[config.mk]
export PLATFORM = sky130hd
export DESIGN_NAME = exu_ctrl_top
export DESIGN_NICKNAME = d
export VERILOG_FILES = /design/src/common/exu_pkg.sv /design/src/exu/exu_bru.sv /design/src/hdl/bjp_decode.sv /design/src/hdl/exu_commit.sv /design/src/hdl/exu_ctrl_top.sv
export SDC_FILE = /design/constraint.sdc
export NUM_CORES = 1
export LEC_CHECK = 0
export BUFFER_PORTS_ARGS = -buffer_cell sky130_fd_sc_hd__buf_2
export CAP_MARGIN = 10
export CORE_MARGIN = 2
export CORE_UTILIZATION = 27
export DETAILED_ROUTE_END_ITERATION = 8
export GPL_TIMING_DRIVEN = 1
export PLACE_DENSITY_LB_ADDON = 0.05
export SLEW_MARGIN = 20
export SYNTH_ARGS = -nofsm -noshare
export SYNTH_HDL_FRONTEND = slang
export SYNTH_SLANG_ARGS = --single-unit
[constraint.sdc]
create_clock -name clk_i -period 7.8 [get_ports clk_i]
set_clock_uncertainty 0.15 [all_clocks]
set_input_delay 0.39 -clock clk_i [delete_from_list [all_inputs] [get_ports clk_i]]
set_output_delay 0.39 -clock clk_i [all_outputs]
set_load 0.005 [all_outputs]
[src/common/exu_pkg.sv]
// ##############################
// widths, rv32 opcodes and funct3 codes
// structs for the branch/jump execute path
// ##############################
`default_nettype none

package exu_pkg;

    localparam int XLEN            = 32;  // one word
    localparam int INST_ADDR_WIDTH = 32;  // byte address of an instruction
    localparam int REG_ADDR_WIDTH  = 5;   // x0..x31

    // major opcodes, inst[6:0]
    localparam logic [6:0] OPC_BRANCH = 7'b1100011;
    localparam logic [6:0] OPC_JAL    = 7'b1101111;
    localparam logic [6:0] OPC_JALR   = 7'b1100111;
    localparam logic [6:0] OPC_FENCE  = 7'b0001111;  // misc-mem, fence and fence.i

    // branch funct3, inst[14:12]
    localparam logic [2:0] F3_BEQ  = 3'b000;
    localparam logic [2:0] F3_BNE  = 3'b001;
    localparam logic [2:0] F3_BLT  = 3'b100;
    localparam logic [2:0] F3_BGE  = 3'b101;
    localparam logic [2:0] F3_BLTU = 3'b110;
    localparam logic [2:0] F3_BGEU = 3'b111;

    // one-hot operation flags, all zero for anything else
    typedef struct packed {
        logic jal;
        logic jalr;
        logic beq;
        logic bne;
        logic blt;
        logic bge;
        logic bltu;
        logic bgeu;
        logic fence;
    } bjp_op_t;

    // decoded request as seen by the resolution unit
    typedef struct packed {
        logic                        valid;       // instruction slot occupied
        logic [INST_ADDR_WIDTH-1:0]  pc;
        bjp_op_t                     op;
        logic [XLEN-1:0]             op1;         // rs1 for compares
        logic [XLEN-1:0]             op2;         // rs2 for compares
        logic [XLEN-1:0]             jump_op1;    // pc, or rs1 for jalr
        logic [XLEN-1:0]             jump_op2;    // sign-extended imm, or 4
        logic                        pred_taken;  // btfn guess of the front end
        logic [REG_ADDR_WIDTH-1:0]   rd;
        logic                        int_assert;  // independent of valid
        logic [INST_ADDR_WIDTH-1:0]  int_addr;
    } bjp_req_t;

    // fetch redirect
    typedef struct packed {
        logic                        valid;
        logic [INST_ADDR_WIDTH-1:0]  target;
    } redirect_t;

    // misaligned fetch trap report
    typedef struct packed {
        logic                        valid;
        logic [INST_ADDR_WIDTH-1:0]  pc;    // faulting jump/branch
        logic [INST_ADDR_WIDTH-1:0]  tval;  // bad target
    } trap_t;

    // link write-back for jal/jalr
    typedef struct packed {
        logic                        valid;
        logic [REG_ADDR_WIDTH-1:0]   rd;
        logic [XLEN-1:0]             data;  // pc+4
    } link_t;

endpackage

`default_nettype wire

[src/exu/exu_bru.sv]
// ##############################
// combinational branch/jump resolution
// ##############################
`timescale 1ns/1ps
`default_nettype none

module exu_bru (
    input  wire exu_pkg::bjp_req_t              req_i,
    output logic                                jump_flag_o,
    output logic [exu_pkg::INST_ADDR_WIDTH-1:0] jump_addr_o,
    output logic                                misaligned_fetch_o
);
    import exu_pkg::*;

    logic            op1_eq_op2;
    logic            op1_ge_op2_signed;
    logic            op1_ge_op2_unsigned;
    logic            branch_cond;    // taken condition, jalr counts as taken
    logic            pred_rollback;  // predicted taken, turned out not taken
    logic            jump_flag;
    logic [XLEN-1:0] adder_op2;
    logic [XLEN-1:0] adder_result;
    logic [XLEN-1:0] jalr_target;

    // compares
    assign op1_eq_op2          = (req_i.op1 == req_i.op2);
    assign op1_ge_op2_signed   = $signed(req_i.op1) >= $signed(req_i.op2);
    assign op1_ge_op2_unsigned = req_i.op1 >= req_i.op2;

    assign branch_cond = req_i.valid & (
        (req_i.op.beq  &  op1_eq_op2)          |
        (req_i.op.bne  & ~op1_eq_op2)          |
        (req_i.op.blt  & ~op1_ge_op2_signed)   |
        (req_i.op.bge  &  op1_ge_op2_signed)   |
        (req_i.op.bltu & ~op1_ge_op2_unsigned) |
        (req_i.op.bgeu &  op1_ge_op2_unsigned) |
        req_i.op.jalr
    );

    assign pred_rollback = req_i.valid & req_i.pred_taken & ~branch_cond;

    // one adder, pc+imm normally, pc+4 on rollback
    assign adder_op2    = pred_rollback ? XLEN'(4) : req_i.jump_op2;
    assign adder_result = req_i.jump_op1 + adder_op2;
    assign jalr_target  = {adder_result[XLEN-1:1], 1'b0};  // bit 0 cleared

    // correctly predicted taken branch needs no redirect
    assign jump_flag = req_i.int_assert
                     | (branch_cond & ~req_i.pred_taken)
                     | (req_i.valid & req_i.op.fence)
                     | pred_rollback;

    // interrupt wins over the instruction's own target
    assign jump_addr_o = req_i.int_assert ? req_i.int_addr :
                         req_i.op.jalr    ? jalr_target    : adder_result;

    // jal is checked here though the front end already redirected it
    assign misaligned_fetch_o = (jump_addr_o[1:0] != 2'b00)
                              & (jump_flag | (req_i.valid & req_i.op.jal));

    assign jump_flag_o = jump_flag & ~misaligned_fetch_o;  // trap instead

endmodule

`default_nettype wire

[src/hdl/bjp_decode.sv]
// ##############################
// registered decode of branch, jump and fence
// into op flags, operands and prediction bit
// ##############################
`timescale 1ns/1ps
`default_nettype none

module bjp_decode (
    input  wire                                clk_i,
    input  wire                                arst_n_i,
    input  wire                                valid_i,
    input  wire [exu_pkg::INST_ADDR_WIDTH-1:0] pc_i,
    input  wire [31:0]                         inst_i,
    input  wire [exu_pkg::XLEN-1:0]            rs1_data_i,
    input  wire [exu_pkg::XLEN-1:0]            rs2_data_i,
    input  wire                                int_assert_i,
    input  wire [exu_pkg::INST_ADDR_WIDTH-1:0] int_addr_i,
    output exu_pkg::bjp_req_t                  req_o
);
    import exu_pkg::*;

    logic [6:0]                 opcode;
    logic [2:0]                 funct3;
    logic [XLEN-1:0]            imm_b;
    logic [XLEN-1:0]            imm_i;
    logic [XLEN-1:0]            imm_j;
    bjp_op_t                    op_d;
    logic                       is_branch;
    logic [XLEN-1:0]            jump_op1_d;
    logic [XLEN-1:0]            jump_op2_d;
    logic                       pred_taken_d;

    // control flops, reset
    logic                       valid_q;
    bjp_op_t                    op_q;
    logic                       pred_taken_q;
    logic                       int_assert_q;
    // payload flops, no reset
    logic [INST_ADDR_WIDTH-1:0] pc_q;
    logic [XLEN-1:0]            op1_q;
    logic [XLEN-1:0]            op2_q;
    logic [XLEN-1:0]            jump_op1_q;
    logic [XLEN-1:0]            jump_op2_q;
    logic [REG_ADDR_WIDTH-1:0]  rd_q;
    logic [INST_ADDR_WIDTH-1:0] int_addr_q;

    assign opcode = inst_i[6:0];
    assign funct3 = inst_i[14:12];

    // immediates, all sign-extended from inst[31]
    assign imm_b = {{20{inst_i[31]}}, inst_i[7], inst_i[30:25], inst_i[11:8], 1'b0};
    assign imm_i = {{20{inst_i[31]}}, inst_i[31:20]};
    assign imm_j = {{12{inst_i[31]}}, inst_i[19:12], inst_i[20], inst_i[30:21], 1'b0};

    always_comb begin
        op_d = '0;  // non-bjp instructions leave every flag low
        if (valid_i) begin
            case (opcode)
                OPC_BRANCH: begin
                    case (funct3)
                        F3_BEQ:  op_d.beq  = 1'b1;
                        F3_BNE:  op_d.bne  = 1'b1;
                        F3_BLT:  op_d.blt  = 1'b1;
                        F3_BGE:  op_d.bge  = 1'b1;
                        F3_BLTU: op_d.bltu = 1'b1;
                        F3_BGEU: op_d.bgeu = 1'b1;
                        default: ;  // 010/011 reserved
                    endcase
                end
                OPC_JAL:   op_d.jal   = 1'b1;
                OPC_JALR:  op_d.jalr  = (funct3 == 3'b000);
                OPC_FENCE: op_d.fence = 1'b1;
                default:   ;
            endcase
        end
    end

    assign is_branch = op_d.beq | op_d.bne | op_d.blt | op_d.bge | op_d.bltu | op_d.bgeu;

    // adder operands for the shared target adder
    assign jump_op1_d = op_d.jalr ? rs1_data_i : pc_i;
    assign jump_op2_d = op_d.fence ? XLEN'(4) :
                        op_d.jalr  ? imm_i    :
                        op_d.jal   ? imm_j    : imm_b;

    // backward branch was predicted taken by the front end
    assign pred_taken_d = is_branch & imm_b[XLEN-1];

    always_ff @(posedge clk_i or negedge arst_n_i) begin
        if (!arst_n_i) begin
            valid_q      <= 1'b0;
            op_q         <= '0;
            pred_taken_q <= 1'b0;
            int_assert_q <= 1'b0;
        end else begin
            valid_q      <= valid_i;
            op_q         <= op_d;
            pred_taken_q <= pred_taken_d;
            int_assert_q <= int_assert_i;  // taken even without valid_i
        end
    end

    always_ff @(posedge clk_i) begin
        pc_q       <= pc_i;
        op1_q      <= rs1_data_i;
        op2_q      <= rs2_data_i;
        jump_op1_q <= jump_op1_d;
        jump_op2_q <= jump_op2_d;
        rd_q       <= inst_i[11:7];
        int_addr_q <= int_addr_i;
    end

    always_comb begin
        req_o.valid      = valid_q;
        req_o.pc         = pc_q;
        req_o.op         = op_q;
        req_o.op1        = op1_q;
        req_o.op2        = op2_q;
        req_o.jump_op1   = jump_op1_q;
        req_o.jump_op2   = jump_op2_q;
        req_o.pred_taken = pred_taken_q;
        req_o.rd         = rd_q;
        req_o.int_assert = int_assert_q;
        req_o.int_addr   = int_addr_q;
    end

endmodule

`default_nettype wire

[src/hdl/exu_commit.sv]
// ##############################
// redirect, trap and link output registers
// ##############################
`timescale 1ns/1ps
`default_nettype none

module exu_commit (
    input  wire                                clk_i,
    input  wire                                arst_n_i,
    input  wire exu_pkg::bjp_req_t             req_i,
    input  wire                                jump_flag_i,
    input  wire [exu_pkg::INST_ADDR_WIDTH-1:0] jump_addr_i,
    input  wire                                misaligned_i,
    output exu_pkg::redirect_t                 redirect_o,
    output exu_pkg::trap_t                     trap_o,
    output exu_pkg::link_t                     link_o
);
    import exu_pkg::*;

    logic                       is_jump;     // jal or jalr in the slot
    logic                       redirect_d;
    logic                       trap_d;
    logic                       link_d;

    logic                       squash_q;    // wrong-path slot after redirect/trap
    logic                       redirect_vq;
    logic                       trap_vq;
    logic                       link_vq;
    logic [INST_ADDR_WIDTH-1:0] target_q;    // redirect target and trap tval
    logic [INST_ADDR_WIDTH-1:0] trap_pc_q;
    logic [REG_ADDR_WIDTH-1:0]  link_rd_q;
    logic [XLEN-1:0]            link_data_q;

    assign is_jump = req_i.valid & (req_i.op.jal | req_i.op.jalr);

    assign redirect_d = jump_flag_i & ~squash_q;
    assign trap_d     = misaligned_i & ~squash_q;

    // no link for x0, a trapping jump, or when an interrupt takes the slot
    assign link_d = is_jump
                  & (req_i.rd != '0)
                  & ~misaligned_i
                  & ~req_i.int_assert
                  & ~squash_q;

    always_ff @(posedge clk_i or negedge arst_n_i) begin
        if (!arst_n_i) begin
            squash_q    <= 1'b0;
            redirect_vq <= 1'b0;
            trap_vq     <= 1'b0;
            link_vq     <= 1'b0;
        end else begin
            squash_q    <= redirect_d | trap_d;  // one slot only
            redirect_vq <= redirect_d;
            trap_vq     <= trap_d;
            link_vq     <= link_d;
        end
    end

    always_ff @(posedge clk_i) begin
        target_q    <= jump_addr_i;
        trap_pc_q   <= req_i.pc;
        link_rd_q   <= req_i.rd;
        link_data_q <= req_i.pc + XLEN'(4);  // return address
    end

    always_comb begin
        redirect_o.valid  = redirect_vq;
        redirect_o.target = target_q;

        trap_o.valid = trap_vq;
        trap_o.pc    = trap_pc_q;
        trap_o.tval  = target_q;

        link_o.valid = link_vq;
        link_o.rd    = link_rd_q;
        link_o.data  = link_data_q;
    end

endmodule

`default_nettype wire

[src/hdl/exu_ctrl_top.sv]
// ##############################
// decode, resolution and commit of the bjp path
// ##############################
`timescale 1ns/1ps
`default_nettype none

module exu_ctrl_top (
    input  wire                                clk_i,
    input  wire                                arst_n_i,
    input  wire                                valid_i,
    input  wire [exu_pkg::INST_ADDR_WIDTH-1:0] pc_i,
    input  wire [31:0]                         inst_i,
    input  wire [exu_pkg::XLEN-1:0]            rs1_data_i,
    input  wire [exu_pkg::XLEN-1:0]            rs2_data_i,
    input  wire                                int_assert_i,
    input  wire [exu_pkg::INST_ADDR_WIDTH-1:0] int_addr_i,
    output exu_pkg::redirect_t                 redirect_o,
    output exu_pkg::trap_t                     trap_o,
    output exu_pkg::link_t                     link_o
);
    import exu_pkg::*;

    bjp_req_t                   req;         // decoded slot, 1 cycle after inputs
    logic                       jump_flag;
    logic [INST_ADDR_WIDTH-1:0] jump_addr;
    logic                       misaligned;

    // stage 1, decode register
    bjp_decode u_bjp_decode (
        .clk_i        (clk_i),
        .arst_n_i     (arst_n_i),
        .valid_i      (valid_i),
        .pc_i         (pc_i),
        .inst_i       (inst_i),
        .rs1_data_i   (rs1_data_i),
        .rs2_data_i   (rs2_data_i),
        .int_assert_i (int_assert_i),
        .int_addr_i   (int_addr_i),
        .req_o        (req)
    );

    // resolution, same cycle as req
    exu_bru u_exu_bru (
        .req_i              (req),
        .jump_flag_o        (jump_flag),
        .jump_addr_o        (jump_addr),
        .misaligned_fetch_o (misaligned)
    );

    // stage 2, output register with squash
    exu_commit u_exu_commit (
        .clk_i        (clk_i),
        .arst_n_i     (arst_n_i),
        .req_i        (req),
        .jump_flag_i  (jump_flag),
        .jump_addr_i  (jump_addr),
        .misaligned_i (misaligned),
        .redirect_o   (redirect_o),
        .trap_o       (trap_o),
        .link_o       (link_o)
    );

endmodule

`default_nettype wire
==> results of run 1 <==
[through the flow]
step	utilization, %	hold slack, ps	cells	setup WS [ps]
detailed placement	32.21	168.5	1708	1372
floorplan	-	-55.59	938	2318
global route	39.50	51.69	1930	682.7
finish	39.50	49.46	1930	1311
CTS	39.50	23.32	1930	1310
global placement	32.21	161.6	1708	1480
[metal layers]
metal	vias up	part of all wire, %
li1	4096	-
met1	3638	44
met2	202	48
met3	44	5.5
met4	0	2.3
met5	-	0
[area by class of cell]
class | instances | area, um2 | area share (%)
flip-flops and latches | 301 | 6107 | 40.00
multi-input cells | 539 | 3984 | 26.09
repair buffers | 462 | 3113 | 20.39
clock buffers | 50 | 1055 | 6.909
well taps | 518 | 648.1 | 4.245
clock inverters | 15 | 191.4 | 1.254
inverters | 45 | 168.9 | 1.106
[registers in the layout (all words and copies together), names as in the netlist]
| register | count |
|---|---|
| u_bjp_decode.int_addr_q | 32 |
| u_bjp_decode.int_assert_q | 1 |
| u_bjp_decode.jump_op1_q | 32 |
| u_bjp_decode.jump_op2_q | 21 |
| u_bjp_decode.op1_q | 32 |
| u_bjp_decode.op2_q | 32 |
| u_bjp_decode.pc_q | 32 |
| u_bjp_decode.pred_taken_q | 1 |
| u_bjp_decode.rd_q | 5 |
| u_bjp_decode.req_o | 9 |
| u_bjp_decode.valid_q | 1 |
| u_exu_commit.link_data_q | 32 |
| u_exu_commit.link_rd_q | 5 |
| u_exu_commit.link_vq | 1 |
| u_exu_commit.redirect_vq | 1 |
| u_exu_commit.squash_q | 1 |
| u_exu_commit.target_q | 32 |
| u_exu_commit.trap_pc_q | 30 |
| u_exu_commit.trap_vq | 1 |
[worst max-delay path, stage by stage, from the launching register on]
cell and delay [ps]:
dfxtp_1 300, inv_1 40, ha_1 420, nand4_1 140, nor4_2 430, o21a_1 210
o311a_1 240, nor4_4 80, xor2_1 150, a211o_1 370, nor3_2 580, nor2b_1 110
ha_1 240, inv_1 80, fa_1 200, nor2b_1 70, o31a_1 280, o21ba_2 250
o211ai_1 240, a21oi_1 240, a2111oi_0 810, o311ai_0 270, a21oi_1 220, xor2_1 160
o21ai_1 60
[placed cells by master, fill, tap and decap left out, types with 6 or more instances in the layout]
cell type      synthesis  final
xor2_1                17     17
mux2i_1                6      6
buf_4                 37      6
inv_1                 45     45
and3_1                10     10
dlygate4sd3_1          0    157
nand2b_1              12     12
nor2b_1               33     33
mux2_2                33     33
dfxtp_1              285    285
a21oi_1               39     39
nand2_1               59     59
a211oi_1               7      7
and2_1                 6      6
o21ai_0               44     44
o21a_1                20     20
nor3b_1                8      8
dfrtp_1               16     15
clkbuf_8               0      8
o31ai_1                6      6
nand3_1               20     20
buf_2                  1    299
a21o_1                10     10
xnor2_1               33     33
clkbuf_16              0     37
ha_1                  64     64
nor3_1                 8      7
nand4_1               10     10
nor2_1                25     25
clkinv_2               0      6
[power by group through the flow]
| stage | sequential [W] | clock, W | combinational, W |
|---|---|---|---|
| 5_1_grt | 0.00169 | 0.00187 | 0.000474 |
| 6_report | 0.00168 | 0.00175 | 0.000423 |
| 3_5_place_dp | 0.00171 | 0 | 0.000366 |
| 3_3_place_gp | 0.00171 | 0 | 0.000370 |
| 4_1_cts | 0.00168 | 0.00181 | 0.000433 |
| 2_1_floorplan | 0.00171 | 0 | 0.000217 |
[worst max path at each step]
stage                            from                   endpoint  slack (ps)  depth (start not counted)
2_1_floorplan  u_bjp_decode.op2_q[27]  u_exu_commit.target_q[31]        2320                         23
3_3_place_gp   u_bjp_decode.op2_q[27]  u_exu_commit.target_q[30]        1480                         24
3_5_place_dp   u_bjp_decode.op2_q[31]  u_exu_commit.target_q[30]        1370                         24
4_1_cts        u_bjp_decode.op2_q[31]  u_exu_commit.target_q[30]        1310                         24
5_1_grt        u_bjp_decode.op2_q[31]  u_exu_commit.target_q[30]         680                         24
6_report       u_bjp_decode.op2_q[31]  u_exu_commit.target_q[30]        1310                         24
[kinds of logic after synthesis]
family,synth area share (%)
adder cells (fa/ha/maj),7.758
XOR/XNOR,4.139
multiplexers,4.080
buffers and inverters,4.801
AO/OA/AOI/OAI,10.36
flip-flops,57.71
AND/OR/NAND/NOR,11.15
[repair_timing]
action,4_1_cts,5_1_grt
endpoints found under the hold margin,205,0
setup endpoints to repair,0,0
hold buffers,157,0
==> results.md, run 1 <==
- Core region area: 38,650 um2
- Vias in the first global route: 8,384
- DR DRC count: 0
- Buffers on Ports: around 300
- # setup viols final: 0
- IO Pins: 300
- Seq/Total Area, Yosys: roughly 58%
- Beginning of the worst register-to-register path: u_bjp_decode.op2_q[31]
- Pleak: ~7.0 nW
- Req. time, crit path: 8050 ps
- Routed vias: roughly 8,000
- Switching Fraction: about a quarter
- R2R cell count: 24
- WHS Endpoint: u_bjp_decode.jump_op2_q[2]
- Nets: around 1,600
- Fill count: about 3,900
- Vias per cell: a little over 4
- Initial DRC Count: roughly 180
- Largest net degree at the start of global routing: 69
- RSZ-0062 raised after global routing: no
- Worst slew margin: between 40% and 50%
- WS Path Type: reg -> reg
- Netlist cell types: 63
- Met2 usage: 25.86%
- Dpl hpwl: between 20 and 25 mm
- Post-synth EDFFs: 0
- Pint: 0.002944 W
- Most common cell in the netlist: dfxtp_1
- NetSw: between 0.0009 and 0.001 W
- Run status: completed
- Met1 Usage GRT: a little under a fifth
- Global route overflow: 0
- Synth-to-layout area growth: 44.30%
- Reg power frac: 43.6%
- Post-Syn Instances: roughly 940
- Initial antenna violation count: 0
- FF+latch count, synth: about 300
- Clk_lat worst skew: around 540 ps
- Max Cap Viol: 0
- Die Span Y: 202.0 um
- Period utilisation layout: 83.19%
- Max-slew violation count: 0
- Gr usage total: 15.01%
- First-pass GRT wire length: ~47 mm
- Clk root buf: clkbuf_16
- Synth cell count leaders: dfxtp_1, ha_1, nand2_1
- Synth area leaders: dfxtp_1, ha_1, dfrtp_1
- Total clock sinks: roughly 300
- Synth Flop Type: dfxtp_1
- # diodes: 0
- DP Area: around 12,000 um2
- Total routed wirelength: around 30 mm
- Fmax: between 150 and 200 MHz
- Clock tree from TritonCTS: built
- Crit Reg-Reg Endpoint: u_exu_commit.target_q[30]
- Final instance area: around 15,000 um2
- Routed Antenna Nets: 0
- Syn Nets: 1,167
- Hold_sp: inst_i[22]
- Htree depth: 2
- Synth top area share: 53.93%
- Synth Area per Inst: roughly 11 um2
- CP Launch Type: register
- Routability cong.: 0.7655
- Starting Density: a little over a quarter
- DRT Pass-1 Iters: 5
- CTS clk-pin slew, worst paths: roughly 60 ps
- Setup TNS: 0 ps
- Post-CTS sizing: 0
- CP arrival: slightly below 7000 ps
- Comb pwr share: between 10% and 20%
- Total power: between 0.003 and 0.004 W
- Postcts setup bufs: 0
- Setup crit end kind: register
- Clock share of power: around 45%
- Cell Area, Synth: roughly 11,000 um2
- Worst Hold Path Cells: 3
- Worst reg2reg setup slack: 1310 ps
- Ys async rst share: around 5.3%
- Clk buf depth: 3
- Pwr per Cell Area: between 200 and 300 nW/um2
- Layout cells sized above 1: 29.53%
- Worst-Margin Slew: 808.6 ps
- Final hold violations: 0
- DIE AREA: a little over 40,000 um2
- Peak VDD IR: ~0.00016 V
- HP Class: in -> reg
- TritonCTS buffer count: 36
- Row count: a little over 70
- Die Span X: just over 200 um
- GRT busiest layer: met2
- Area leader, netlist: dfxtp_1
- GR Util met3: under 10%
- Ys Warns: 0
- Critical path peak fanout: 9
- Per-cell routed wire length: about 16 um
- Min Tclk post-route: 6489 ps
Note: power is estimated with default switching activity, not from simulation.
==> inputs of run 2 (changes only) <==
--- a/config.mk
+++ b/config.mk
@@ -5,6 +5,7 @@
 export SDC_FILE = /design/constraint.sdc
 export NUM_CORES = 1
 export LEC_CHECK = 0
+export ABC_AREA = 1
 export BUFFER_PORTS_ARGS = -buffer_cell sky130_fd_sc_hd__buf_2
 export CAP_MARGIN = 10
 export CORE_MARGIN = 2
==> constraint.sdc (replaced) <==
create_clock -name clk_i -period 5.3 [get_ports clk_i]
set_clock_uncertainty 0.15 [all_clocks]
set_input_delay 0.265 -clock clk_i [delete_from_list [all_inputs] [get_ports clk_i]]
set_output_delay 0.265 -clock clk_i [all_outputs]
set_load 0.005 [all_outputs]
==> run 2 against run 1 <==
Total power rose by 45%. Utilization is 0.40 points lower. Critical path depth grew 2. Highest routed layer unchanged. Worst setup slack worse by 720 ps. Sequential power grew 47%. Non-clock buffer count is 2 higher. Flip-flop and latch count unchanged. Via count up 13%. Critical path type unchanged. Sequential share of layout area decreased by 0.96 points. Global-route usage is 0.43 points higher. Synthesized cell count rose by 32%.
==> results.md, run 2 <==
- Run status: completed (unchanged)
- Vias in the first global route: 9,214 (was 8,384)
- Global route overflow: 0 (unchanged)
- Clk_lat worst skew: 540 ps (about the same)
- Initial antenna violation count: 0 (unchanged)
- Worst reg2reg setup slack: 590 ps (was 1310 ps)
- Ys Warns: 0 (unchanged)
- Top delay family on crit path: simple AND/OR/NAND/NOR gates (was compound AO/OA/AOI/OAI gates)
- Buffers on Ports: 299 (unchanged)
- Post-synth EDFFs: 0 (unchanged)
- Die Span X: 205.9 um (was 202.0 um)
- Pwr per Cell Area: 357.4 nW/um2 (was 251.9 nW/um2)
- Critical Path End: u_exu_commit.target_q[23] (was u_exu_commit.target_q[30])
- Nets: 1,915 (was 1,614)
- Post-Syn Instances: 1,237 (was 938)
- Vias per cell: 4.037 (was 4.135)
- Ys async rst share: 5.316% (unchanged)
- Req. time, crit path: 5580 ps (was 8050 ps)
- Setup TNS: 0 ps (unchanged)
- # diodes: 0 (unchanged)
- First-pass GRT wire length: 49.14 mm (was 46.73 mm)
- TritonCTS buffer count: 36 (unchanged)
- Largest net degree at the start of global routing: 36 (was 69)
- Slowest stage cell on the critical path: ha_1 (was a2111oi_0)
- Synth top area share: 51.87% (was 53.93%)
- WS Path Type: reg -> reg (unchanged)
- Initial DRC Count: 245 (was 181)
- Beginning of the worst register-to-register path: u_bjp_decode.op2_q[31] (unchanged)
- Core region area: 40,010 um2 (was 38,650 um2)
- Routed vias: 9,031 (was 7,980)
- Worst hold slack: 25.84 ps (was 49.46 ps)
- Routed Antenna Nets: 0 (unchanged)
- DR DRC count: 0 (unchanged)
- Pleak: 7.933 nW (was 6.985 nW)
- Postcts setup bufs: 0 (unchanged)
- Gr usage total: 15.44% (was 15.01%)
- Clk buf depth: 3 (unchanged)
- Die Span Y: 205.9 um (was 202.0 um)
- Clk root buf: clkbuf_16 (unchanged)
- Most used cell, CP: nand2_1
- Peak VDD IR: 0.0001986 V (was 0.0001596 V)
- Worst path max stage delay: 370 ps (was 810 ps)
- Total clock sinks: 301 (unchanged)
- Worst slew margin: 39.20% (was 44.70%)
- FF+latch count, synth: 301 (unchanged)
- Max-slew violation count: 0 (unchanged)
- CP Buf/Inv Count: 2 (unchanged)
- Cell Area, Synth: 11,000 um2 (was 10,580 um2)
- Synth Area per Inst: 8.893 um2 (was 11.28 um2)
- Max Cap Viol: 0 (unchanged)
- CTS clk-pin slew, worst paths: 60 ps (about the same)
- Setup crit end kind: register (unchanged)
- # setup viols final: 0 (unchanged)
- Synth cell count leaders: nand2_1, dfxtp_1, inv_1 (was dfxtp_1, ha_1, nand2_1)
- Synth-to-layout area growth: 42.21% (was 44.30%)
- Min Tclk post-route: 4711 ps (was 6489 ps)
- Fmax: 212.3 MHz (was 154.1 MHz)
- Htree depth: 2 (unchanged)
- Commonest non-fill, non-tap cells in the layout: nand2_1, buf_2, dfxtp_1 (was buf_2, dfxtp_1, dlygate4sd3_1)
- Syn Nets: 1,466 (was 1,167)
- Netlist cell types: 44 (was 63)
- CP Launch Type: register (unchanged)
- Worst-Margin Slew: 908.8 ps (was 808.6 ps)
- Final hold violations: 0 (unchanged)
- Worst Setup SP: u_bjp_decode.op2_q[31] (unchanged)
- Synth area leaders: dfxtp_1, nand2_1, ha_1 (was dfxtp_1, ha_1, dfrtp_1)
- Crit Reg-Reg Endpoint: u_exu_commit.target_q[23] (was u_exu_commit.target_q[30])
- DIE AREA: 42,370 um2 (was 40,790 um2)
- Area leader, netlist: dfxtp_1 (unchanged)
- Synth Flop Type: dfxtp_1 (unchanged)
- R2R cell count: 26 (was 24)
- Most common cell in the netlist: nand2_1 (was dfxtp_1)
- Critical path peak fanout: 20 (was 9)
- Routability cong.: 0.7773 (was 0.7655)
- Dpl hpwl: 24.75 mm (was 23.17 mm)
- CP arrival: 4990 ps (was 6740 ps)
- DRT Pass-1 Iters: 4 (was 5)
- Period utilisation layout: 88.89% (was 83.19%)
- RSZ-0062 raised after global routing: no (unchanged)
- Starting Density: 27.50% (was 27.38%)
- HP Class: in -> async (was in -> reg)
- Seq/Total Area, Yosys: 55.51% (was 57.71%)
- Fill count: 4,171 (was 3,864)
- Layout cells sized above 1: 23.48% (was 29.53%)
- Crit. path cell count: 26 (was 24)
- Clock tree from TritonCTS: built (unchanged)
- IO Pins: 300 (unchanged)
- Row count: 73 (was 72)
- Most common cell after layout, fill and taps aside: nand2_1 (was buf_2)
- Per-cell routed wire length: 14.73 um (was 15.89 um)
- Total routed wirelength: 32.94 mm (was 30.68 mm)
run 2: metrics by stage:
stage	area, um2	total power [W]	utilization, %	std cells	worst slack, ps
2_1_floorplan	11000	0.002840	-	1237	1246
3_3_place_gp	12830	0.003080	32.07	2012	243.3
3_5_place_dp	12830	0.003077	32.07	2012	231.1
4_1_cts	15640	0.005699	39.09	2237	168.5
5_1_grt	15640	0.005874	39.10	2237	92.97
6_report	15640	0.005591	39.10	2237	588.9
run 2: area by class of cell:
cell class / instances / area [um2] / share of cell area [%]
flip-flops and latches: 301 / 6107 / 39.04
clock buffers: 52 / 1042 / 6.662
clock inverters: 12 / 152.6 / 0.9758
multi-input cells: 722 / 3940 / 25.19
repair buffers: 464 / 3138 / 20.06
inverters: 161 / 606.8 / 3.879
well taps: 525 / 656.9 / 4.199
run 2: kinds of logic (layout without fill, tap and decap cells):
family	Yosys count	count (layout)	share of synthesized area, %
and+or+nand+nor	508	508	19.84
DFF	301	301	55.50
AOI/OAI and AO/OA	118	118	5.994
adders and majority gates	65	65	7.461
buffers and inverters	214	689	8.735
xor gates and xnor gates	31	31	2.468
run 2: metal layers:
layer | GRT usage [%] | part of all wire, %
met5 | 0 | 0
met4 | 6.097 | 2.8
met3 | 2.523 | 4.5
met2 | 27.26 | 49
met1 | 18.69 | 44
run 2: where the power goes:
part / switching, W / internal (W)
clock: 0.000962 / 0.00152
combinational: 0.000325 / 0.000314
sequential: 0.0000659 / 0.00241
total: 0.00135 / 0.00424
run 2: worst min path at each step:
stage                                 to  slack, ps
2_1_floorplan  u_bjp_decode.int_assert_q       -180
3_3_place_gp     u_bjp_decode.req_o[171]         60
3_5_place_dp     u_bjp_decode.req_o[171]         60
4_1_cts        u_bjp_decode.pred_taken_q         10
5_1_grt        u_bjp_decode.int_assert_q         40
6_report       u_bjp_decode.int_assert_q         30
run 2: repair_timing:
action | 4_1_cts | 5_1_grt
hold buffers | 161 | 0
resized for setup | 0 | 5
setup endpoints to repair | 0 | 8
endpoints found under the hold margin | 211 | 0
run 2: worst reg2reg max path, stage by stage, from the launching register on:
cell and delay (ps):
dfxtp_1 310, inv_1 40, ha_1 370, nand2_1 110, nor2_2 140, nand2_2 90
nor3b_4 300, nand2_1 160, nand3_1 110, nand4_1 160, nand4_2 170, inv_4 140
or2_1 250, ha_1 360, nand3_1 90, nand2_1 90, nand2_1 80, nand2_1 70
a21oi_1 70, o21ai_1 350, a21o_1 290, nand2_1 80, nand2_1 100, a21oi_1 90
or2_2 290, nand3_1 100, nand2_1 60
